**config.mk**
```make
export PLATFORM = sky130hd
export DESIGN_NAME = multicore
export DESIGN_NICKNAME = d
export VERILOG_FILES = /design/src/core_pkg.sv /design/src/array_pkg.sv /design/src/reset_sequencer.sv /design/src/neuron_core.sv /design/src/output_arbiter.sv /design/src/multicore.sv
export VERILOG_INCLUDE_DIRS = /design/src
export SDC_FILE = /design/constraint.sdc
export NUM_CORES = 1
export LEC_CHECK = 0
export ABC_AREA = 1
export BUFFER_PORTS_ARGS = -buffer_cell sky130_fd_sc_hd__buf_4
export CORE_ASPECT_RATIO = 1.1
export CORE_MARGIN = 3
export CORE_UTILIZATION = 50
export DETAILED_ROUTE_END_ITERATION = 6
export GPL_TIMING_DRIVEN = 0
export PLACE_DENSITY = 0.69
export SKIP_LAST_GASP = 1
export SLEW_MARGIN = 20
export SYNTH_ARGS = -nofsm -noshare
export SYNTH_HDL_FRONTEND = slang
export SYNTH_SLANG_ARGS = --single-unit
```
**constraint.sdc**
```tcl
create_clock -name clk -period 3.2 [get_ports clk]
set_clock_uncertainty 0.1 [all_clocks]
set_input_delay 0.16 -clock clk [delete_from_list [all_inputs] [get_ports clk]]
set_output_delay 0.16 -clock clk [all_outputs]
set_load 0.02 [all_outputs]
```
**src/multicore_config.svh**
```systemverilog
`ifndef MULTICORE_CONFIG_SVH
`define MULTICORE_CONFIG_SVH

// Number of cores in the array, 1 to 22.
`define NUM_CORES 4

// Cycles between two successive core starts.
`define RST_STAGGER 12

// Samples taken per frame.
`define TAPS 4

// Core cycle period covering the capture, pipeline and idle phases.
`define FRAME_LEN 8

// Signed sample and result width.
`define DATA_W 31

// Port code width on req_in and out_en.
`define PORT_W 4

`endif

```
**src/core_pkg.sv**
```systemverilog
`include "multicore_config.svh"

package core_pkg;

	// Weight is core index plus one, held as a signed value.
	localparam int unsigned weight_w = $clog2(`NUM_CORES + 1) + 1;
	localparam int unsigned prod_w = `DATA_W + weight_w;
	localparam int unsigned acc_w = prod_w + $clog2(`TAPS); // Headroom for TAPS sums.

	typedef logic signed [`DATA_W-1:0] sample_t;
	typedef logic [`PORT_W-1:0] port_t;
	typedef logic signed [weight_w-1:0] weight_t;
	typedef logic signed [prod_w-1:0] prod_t;
	typedef logic signed [acc_w-1:0] acc_t;
	typedef logic [$clog2(`FRAME_LEN)-1:0] phase_t;

	// Port 1 is the only port in use.
	localparam port_t port_idle = '0;
	localparam port_t port_active = port_t'(1);

	// One core's emitted word.
	typedef struct packed {
		sample_t data;
		port_t out_en;
	} core_out_t;

endpackage

```
**src/array_pkg.sv**
```systemverilog
`include "multicore_config.svh"

package array_pkg;

	// One run level per core, bit i for core i.
	typedef logic [`NUM_CORES-1:0] run_mask_t;

	// All cores running.
	localparam run_mask_t run_all = '1;

	// Every core's result on its way to the arbiter.
	typedef core_pkg::core_out_t [`NUM_CORES-1:0] core_out_bus_t;

	// Every core's request code, straight to the top port.
	typedef core_pkg::port_t [`NUM_CORES-1:0] req_bus_t;

endpackage

```
**src/reset_sequencer.sv**
```systemverilog
`timescale 1ns/100ps

`include "multicore_config.svh"

module reset_sequencer (
	input logic clk,
	input logic rst_n,
	output array_pkg::run_mask_t run_mask
);

	import array_pkg::*;

	// Start time of the last core.
	localparam int unsigned last_start = (`NUM_CORES - 1) * `RST_STAGGER;
	// One spare count so the counter can step past the last start.
	localparam int unsigned cnt_w = $clog2(last_start + 2);

	logic [cnt_w-1:0] cnt;
	logic all_running;

	assign all_running = (run_mask == run_all);

	// Start counter runs freely and freezes once the array is up.
	always_ff @(posedge clk or negedge rst_n) begin
		if (!rst_n) begin
			cnt <= '0;
		end else if (!all_running) begin
			cnt <= cnt + 1'b1;
		end
	end

	// Core i starts when the counter reaches i times the stagger.
	always_ff @(posedge clk or negedge rst_n) begin
		if (!rst_n) begin
			run_mask <= '0;
		end else begin
			for (int i = 0; i < `NUM_CORES; i++) begin
				if (cnt == cnt_w'(i * `RST_STAGGER)) begin
					run_mask[i] <= 1'b1; // Sticky until reset.
				end
			end
		end
	end

endmodule

```
**src/neuron_core.sv**
```systemverilog
`timescale 1ns/100ps

`include "multicore_config.svh"

module neuron_core #(
	parameter int unsigned core_index = 0
) (
	input logic clk,
	input logic rst_n,
	input logic run,
	input core_pkg::sample_t io_in,
	output core_pkg::port_t req_in,
	output core_pkg::core_out_t result
);

	import core_pkg::*;

	// Products arrive two phases after the first request.
	localparam phase_t acc_first = phase_t'(2);
	localparam phase_t acc_last = phase_t'(2 + `TAPS - 1);
	localparam phase_t emit_phase = phase_t'(2 + `TAPS);
	localparam phase_t phase_last = phase_t'(`FRAME_LEN - 1);

	localparam weight_t weight = weight_t'(core_index + 1);

	// Saturation bounds of a DATA_W result.
	localparam acc_t sat_max = acc_t'((2 ** (`DATA_W - 1)) - 1);
	localparam acc_t sat_min = acc_t'(-(2 ** (`DATA_W - 1)));

	phase_t phase;
	logic req;
	logic emit;

	sample_t sample_q;
	prod_t prod_q;
	acc_t acc_q;
	sample_t sat_data;

	// Frame phase counter holds at zero until the core is started.
	always_ff @(posedge clk or negedge rst_n) begin
		if (!rst_n) begin
			phase <= '0;
		end else if (run) begin
			if (phase == phase_last) begin
				phase <= '0;
			end else begin
				phase <= phase + 1'b1;
			end
		end
	end

	assign req = run && (phase < phase_t'(`TAPS));
	assign emit = run && (phase == emit_phase);

	assign req_in = req ? port_active : port_idle;

	// The first stage captures on the edge that closes a request cycle.
	always_ff @(posedge clk) begin
		if (req) begin
			sample_q <= io_in;
		end
	end

	// The second stage weights the captured sample.
	always_ff @(posedge clk) begin
		prod_q <= sample_q * weight;
	end

	// In the third stage the first product of a frame restarts the sum.
	always_ff @(posedge clk) begin
		if (run) begin
			if (phase == acc_first) begin
				acc_q <= prod_q;
			end else if (phase > acc_first && phase <= acc_last) begin
				acc_q <= acc_q + prod_q;
			end
		end
	end

	// Clamp the closed sum to the output range.
	always_comb begin
		if (acc_q > sat_max) begin
			sat_data = sample_t'(sat_max);
		end else if (acc_q < sat_min) begin
			sat_data = sample_t'(sat_min);
		end else begin
			sat_data = sample_t'(acc_q);
		end
	end

	// Emit for one cycle per frame.
	always_comb begin
		if (emit) begin
			result.data = sat_data;
			result.out_en = port_active;
		end else begin
			result.data = '0;
			result.out_en = port_idle;
		end
	end

endmodule

```
**src/output_arbiter.sv**
```systemverilog
`timescale 1ns/100ps

`include "multicore_config.svh"

module output_arbiter (
	input logic clk,
	input logic rst_n,
	input array_pkg::core_out_bus_t core_out_bus,
	output core_pkg::sample_t io_out,
	output core_pkg::port_t out_en
);

	import core_pkg::*;

	core_out_t winner;

	// Scan from the top so the lowest emitting index wins.
	always_comb begin
		winner.data = '0;
		winner.out_en = port_idle;
		for (int i = `NUM_CORES - 1; i >= 0; i--) begin
			if (core_out_bus[i].out_en == port_active) begin
				winner = core_out_bus[i];
			end
		end
	end

	// Losing results are dropped.
	always_ff @(posedge clk or negedge rst_n) begin
		if (!rst_n) begin
			io_out <= '0;
			out_en <= port_idle;
		end else begin
			io_out <= winner.data;
			out_en <= winner.out_en;
		end
	end

endmodule

```
**src/multicore.sv**
```systemverilog
`timescale 1ns/100ps

`include "multicore_config.svh"

module multicore (
	input logic clk,
	input logic rst_n,
	input core_pkg::sample_t io_in,
	output core_pkg::sample_t io_out,
	output core_pkg::port_t out_en,
	output array_pkg::req_bus_t req_in
);

	import array_pkg::*;

	run_mask_t run_mask;
	core_out_bus_t core_out_bus;

	reset_sequencer reset_sequencer_inst (
		.clk(clk),
		.rst_n(rst_n),
		.run_mask(run_mask)
	);

	// All cores share io_in.
	for (genvar i = 0; i < `NUM_CORES; i++) begin : g_core
		neuron_core #(
			.core_index(i)
		) neuron_core_inst (
			.clk(clk),
			.rst_n(rst_n),
			.run(run_mask[i]),
			.io_in(io_in),
			.req_in(req_in[i]),
			.result(core_out_bus[i])
		);
	end

	output_arbiter output_arbiter_inst (
		.clk(clk),
		.rst_n(rst_n),
		.core_out_bus(core_out_bus),
		.io_out(io_out),
		.out_en(out_en)
	);

endmodule

```
* Word level (Yosys, flattened, before mapping) *
Cells that the tools add are included.

word-level totals
  flip-flop bits (word level) = 456
  input bits = 33
  logic and storage cells = 128

operators by class
  add/sub/neg operators = 9
  $mul = 1
  magnitude comparators = 20
  equality and inequality tests = 20
  mux-type cells = 32
  reductions and logical operators = 21

operator list
  operator                 number
  $mux W37                 8
  $mux W35                 8
  $mux W31                 8
  $gt A37 B31 Y1 const B   4
  $lt A37 B31 Y1 const B   4
  $add A37 B31 Y37         1
  $add A37 B32 Y37         1
  $add A37 B33 Y37         1
  $add A37 B34 Y37         1
  $mul A31 B3 Y34 const B  1
  $eq A3 B3 Y1 const B     8
  $eq A4 B1 Y1 const B     4
  $add A3 B1 Y3 const B    4
  $eq A3 B2 Y1 const B     4
  $gt A3 B2 Y1 const B     4
  $le A3 B3 Y1 const B     4
  $logic_and A1 B1 Y1      12
  $lt A3 B3 Y1 const B     4
  $mux W3                  4
  $reduce_and A2 Y1        4
  $reduce_bool A2 Y1       4
  $add A6 B1 Y6 const B    1
  $eq A6 B4 Y1 const B     1
  $eq A6 B5 Y1 const B     1
  other kinds (4)          7

* Depth between registers and ports, before layout *
  depth after elaboration = 9
  depth in mapped cells = 15
  gate-level depth less buffers = 15

* By module *
A second synthesis with hierarchy kept.

unflattened totals
  cells, all modules = 4,083
  area, all modules = 30,491.7 µm²

by module, submodules not included
  module                                     instances  cells each  area an instance (µm²)
  neuron_core at g_core[2].neuron_core_inst  1          1,185       8,635.8
  neuron_core at g_core[0].neuron_core_inst  1          817         6,308.6
  neuron_core at g_core[1].neuron_core_inst  1          797         6,114.6
  neuron_core at g_core[3].neuron_core_inst  1          776         6,002.0
  output_arbiter                             1          448         2,922.8
  reset_sequencer                            1          60          508.0

* Least setup slack after synthesis *
No wires, ideal clock.

  path kind = reg-to-reg
  start point = register g_core[2].neuron_core_inst.phase[2]
  end point = register g_core[2].neuron_core_inst.acc_q[0], enable pin
  library setup time = 444 ps
  data arrival time = 2,454 ps
  slack = 202 ps
  cell stages (with the launch flop) = 4
  path buffers = 0
  clock period less this slack = 2,998 ps
  path through = dfrtp_1 > inv_1 > o21ai_0 > a21oi_1

between the ends
  word-level cells in the longest chain between the ends = 4

ends and longest elaborated chain
  what                                                 line               text
  start: declaration                                   neuron_core.sv:30  phase_t phase;
  start signal: assignment                             neuron_core.sv:47  phase <= phase + 1'b1;
  $gt A3 B2 Y1 / $le A3 B3 Y1 (equally long branches)  neuron_core.sv:74  end else if (phase > acc_first && phase <= acc_last) begin
  $logic_and A1 B1 Y1                                  neuron_core.sv:74
  $reduce_bool A2 Y1 (no line) (*)                     --
  $reduce_and A2 Y1 (no line) (*)                      --
  end signal: assignment                               neuron_core.sv:73  acc_q <= prod_q;
  end signal: assignment                               neuron_core.sv:75  acc_q <= acc_q + prod_q;
  end: declaration                                     neuron_core.sv:36  acc_t acc_q;

Every way passes the cells marked *; elsewhere a longest branch is shown, timed or not.
A chain may end at the register's enable or synchronous reset.

* Worst setup path in the final report *
  start point = register g_core[0].neuron_core_inst.phase[0]
  end point = register g_core[0].neuron_core_inst.acc_q[21], data pin

between the ends
  word-level cells in the longest chain between the ends = 2

ends and longest elaborated chain
  what                      line               text
  start: declaration        neuron_core.sv:30
  start signal: assignment  neuron_core.sv:47
  $eq A3 B2 Y1              neuron_core.sv:72  if (phase == acc_first) begin
  $mux W37                  neuron_core.sv:72
  end signal: assignment    neuron_core.sv:73
  end signal: assignment    neuron_core.sv:75
  end: declaration          neuron_core.sv:36

No other way between the ends.

==> run summary <==
The number of warnings reported in the yosys synthesis log came out at 0. The commonest cells after synthesis are sky130_fd_sc_hd__nand2_1 (1264), sky130_fd_sc_hd__inv_1 (434), sky130_fd_sc_hd__nor2_1 (301), sky130_fd_sc_hd__edfxtp_1 (269), sky130_fd_sc_hd__o21ai_0 (230). The final-report max-slew violation count is 0. The tightest min-delay check is of the in2async type. TritonCTS built the clock tree.

The first element of the critical path is g_core[0].neuron_core_inst.phase[0]. sky130_fd_sc_hd__edfxtp_1 takes more of the synthesized area than any other cell. Once detail routing completed, the nets flagged for antenna violations numbered 0.

The capturing element type of the critical path is a register. The wire length of the first global-routing pass came out at 129000 µm. The power density over the cells came out at 474 nW/µm². Power comes to 15000 µW. The run finished with clean final reports. The tightest slew margin relative to the limit came out at 30.7%. The count of cells resized by post-cts repair is 0. In this run the worst path has a maximum fanout of 10. In this run, the number of DRC markers left after iteration 0 of detailed routing was around 2100.

The final cell area excluding filler cells came out at 31700 µm². The CTS buffer count is 48. The distinct cell type count after synthesis came out at 52. For this run, the post-layout net count is between 4000 and 5000.

The synthesis-to-layout area growth came out at 13.2%. The routed wire length came out at 85900 µm. The count of cells along the worst register-to-register path came out at 8. The layer flagged by global routing as most heavily used is met2. Across all setup checks in the final design, the least slack found is 370 ps. The clock tree buffer depth is 3. The fraction of met1 tracks used by global routing is 37.2%. The met3 track utilization from global routing came out at 4.78%.

The count of final hold-check violations came out at 0. Counting every instance in the synthesized netlist gives 3664. Among all flip-flop cells after synthesis, the most frequent one is sky130_fd_sc_hd__edfxtp_1.

The achievable frequency came out at 0.353 GHz. The horizontal die dimension came out at 231 µm. The sequential fraction of the synthesis area is 42.8%.

The arrival time reported for the critical path endpoint is 3090 ps. The floorplan die height came out at 254 µm. The final setup violation count is 0. The maximum number of pins on one net before global-route repair is 55. The post-route core utilization is 57.5%. The worst register-to-register path ends at g_core[0].neuron_core_inst.acc_q[21]. The average vias per placed instance came out at 5.25. The worst setup path category is reg2reg. Counting flops with a built-in enable in the synthesized netlist gives 269.

The overall via count from detail_route is 24200. Setup repair after global routing left no endpoint under its margin. In the post-synthesis netlist, the cell with the most instances is sky130_fd_sc_hd__nand2_1. The flop-to-flop setup slack came out at between 300 and 400 ps. The fraction of layout instances using a drive strength above 1 came out at around 6.4%. The met2 global-route usage came out at between 40% and 50%. The worst-skew pair later-pin latency came out at 620 ps. The number of remaining DRC errors is 0. CTS built an H-tree with a depth of 2.

The async set-reset flop share out of synthesis came out at 12.0%. The area of the mapped netlist came out at 28000 µm². The overall fraction of global-route tracks in use is 28.9%. Max-cap violations in this run came to 0. The shortest clock period the worst path allows after layout is around 2800 ps. The HPWL reported at the end of detailed placement came out at 68500 µm. The die covers 58800 µm². The tree is rooted in a sky130_fd_sc_hd__clkbuf_16.

The data required time at the worst endpoint is around 3500 ps. The effective utilization at floorplan is 50.8%. The global placement routability congestion is 0.972.

The wire length per cell came out at 18.6 µm. In this run the static leakage power is 0.0154 µW. The number of optimization iterations in the first detailed-route pass is 6. The setup fix buffers added after clock tree synthesis is 0. By area the synthesized netlist is led by sky130_fd_sc_hd__edfxtp_1 (29%), sky130_fd_sc_hd__nand2_1 (17%), sky130_fd_sc_hd__ha_1 (9.6%). The destination of the critical timing path is g_core[0].neuron_core_inst.acc_q[21]. STA classifies the critical path startpoint as a register. The aggregate global routing overflow is 0.

The worst-case setup slack after placement is ~430 ps. The worst flop-to-flop path startpoint is g_core[0].neuron_core_inst.phase[0]. For the pin with the worst max-slew slack, the measured transition is 1040 ps.

Dividing the final minimum period by the clock period gives between 80% and 90%. The initialized floorplan defines 90 standard-cell rows. The number of global-route vias before repair is roughly 23000.

In this run the cell area measured after placement is 29700 µm². The number of buffer cells added on primary ports came out at around 70. The clock input transition at the sequential cells of the worst setup and hold paths came out at 60 ps.

The worst-case IR drop observed on VDD is 0.494 mV. The number of antenna violations at the first check in global routing is 12. The number of register bits inferred by synthesis is 450. The placeable core region came out at 55100 µm². Pin placement for this block handled between 80 and 90 I/O pins. The total clock sinks is 450. Of the post-synthesis cell area, the dominant cell type holds 28.9%. The mean area per synthesized cell is 7.63 µm².
[placed cells by master (no fill, tap or decap), drive strengths merged, types with 3 or more instances in the layout]
master       count
o21ai          260
buf            117
dfrtp           54
o21a             5
nor3            21
nand2         1264
nand3          201
edfxtp         269
ha             215
clkinv          13
o21bai          24
dlygate4sd3     32
a21oi          179
a31oi           12
or2             33
xnor2           34
inv            449
bufinv           3
dfxtp          127
conb            15
o22ai            6
clkbuf         102
nand3b          29
xor2            37
nand4           31
nor2           302
a21boi           7
fa               5
a21o            12
nor4             6
[power by group]
group | switching (µW) | total [µW] | internal [µW]
clock network | 2460 | 5740 | 3280
logic | 1660 | 2570 | 906
registers | 205 | 6700 | 6490
[how the worst min path moves through the flow]
stage	slack (ps)	cells after the start	end
floorplan	-240	0	g_core[0].neuron_core_inst.phase[0]
global placement	160	1	output_arbiter_inst.io_out[29]
detailed placement	150	1	output_arbiter_inst.io_out[26]
CTS	30	2	output_arbiter_inst.io_out[27]
global route	100	2	output_arbiter_inst.io_out[10]
finish	50	2	output_arbiter_inst.io_out[28]
[sequential cells by signal, indices dropped and copies added (netlist names)]
register / flops
g_core.neuron_core_inst.acc_q: 145
g_core.neuron_core_inst.phase: 12
g_core.neuron_core_inst.prod_q: 127
g_core.neuron_core_inst.sample_q: 124
output_arbiter_inst.io_out: 31
output_arbiter_inst.out_en: 1
reset_sequencer_inst.cnt: 6
reset_sequencer_inst.run_mask: 4
[area by class of cell]
cell class                 count  area [µm²]
inverter                     444        1670
clock inverter                22         235
buffer                        74         414
tap                          736         921
fill                        5238       23400
timing repair buffer         109        1040
clock buffer                  68        1380
multi-input combinational   2710       14000
antenna                        2        5.00
sequential                   450       12000
[worst max-delay path: stages, from the launching register on]
cell and delay, ps:
sky130_fd_sc_hd__dfrtp_1 410, sky130_fd_sc_hd__inv_1 70, sky130_fd_sc_hd__ha_1 150, sky130_fd_sc_hd__inv_1 60
sky130_fd_sc_hd__nor2_1 740, sky130_fd_sc_hd__inv_1 330, sky130_fd_sc_hd__clkbuf_1 400, sky130_fd_sc_hd__nand3_1 240
sky130_fd_sc_hd__nand2_1 70
[logic make-up (layout without fill, tap and decap cells)]
group                    Yosys count  in the layout  synth area share, %
AND/OR/NAND/NOR                 1892           1892                 27.7
buffers and inverters            518            717                 7.44
AO/OA/AOI/OAI                    512            512                 9.88
flip-flops                       450            450                 42.8
adder cells (fa/ha/maj)          220            220                 9.98
XOR/XNOR                          71             71                 2.22
other                              1             17               0.0134
[stage by stage]
| stage | hold WS [ps] | setup TNS (ps) | std cells |
|---|---|---|---|
| 3_5_place_dp | 153 | 0 | 4491 |
| 2_1_floorplan | -236 | 0 | 3678 |
| 6_report | 45.7 | 0 | 4615 |
| 3_3_place_gp | 157 | -126190 | 4482 |
| 5_1_grt | 96.3 | 0 | 4615 |
| 4_1_cts | 32.8 | 0 | 4613 |
[repair_timing]
action	4_1_cts	5_1_grt
hold buffers	32	0
endpoints found under the hold margin	178	0
endpoints found under the setup margin	0	0
[routing by layer]
layer	up-vias	wire, µm	share of wire [%]
li1	12300	-	-
met4	0	3780	4.4
met3	156	5440	6.3
met5	-	0	0
met1	11100	36700	43
met2	669	40000	47
(Power assumes the default switching activity.)
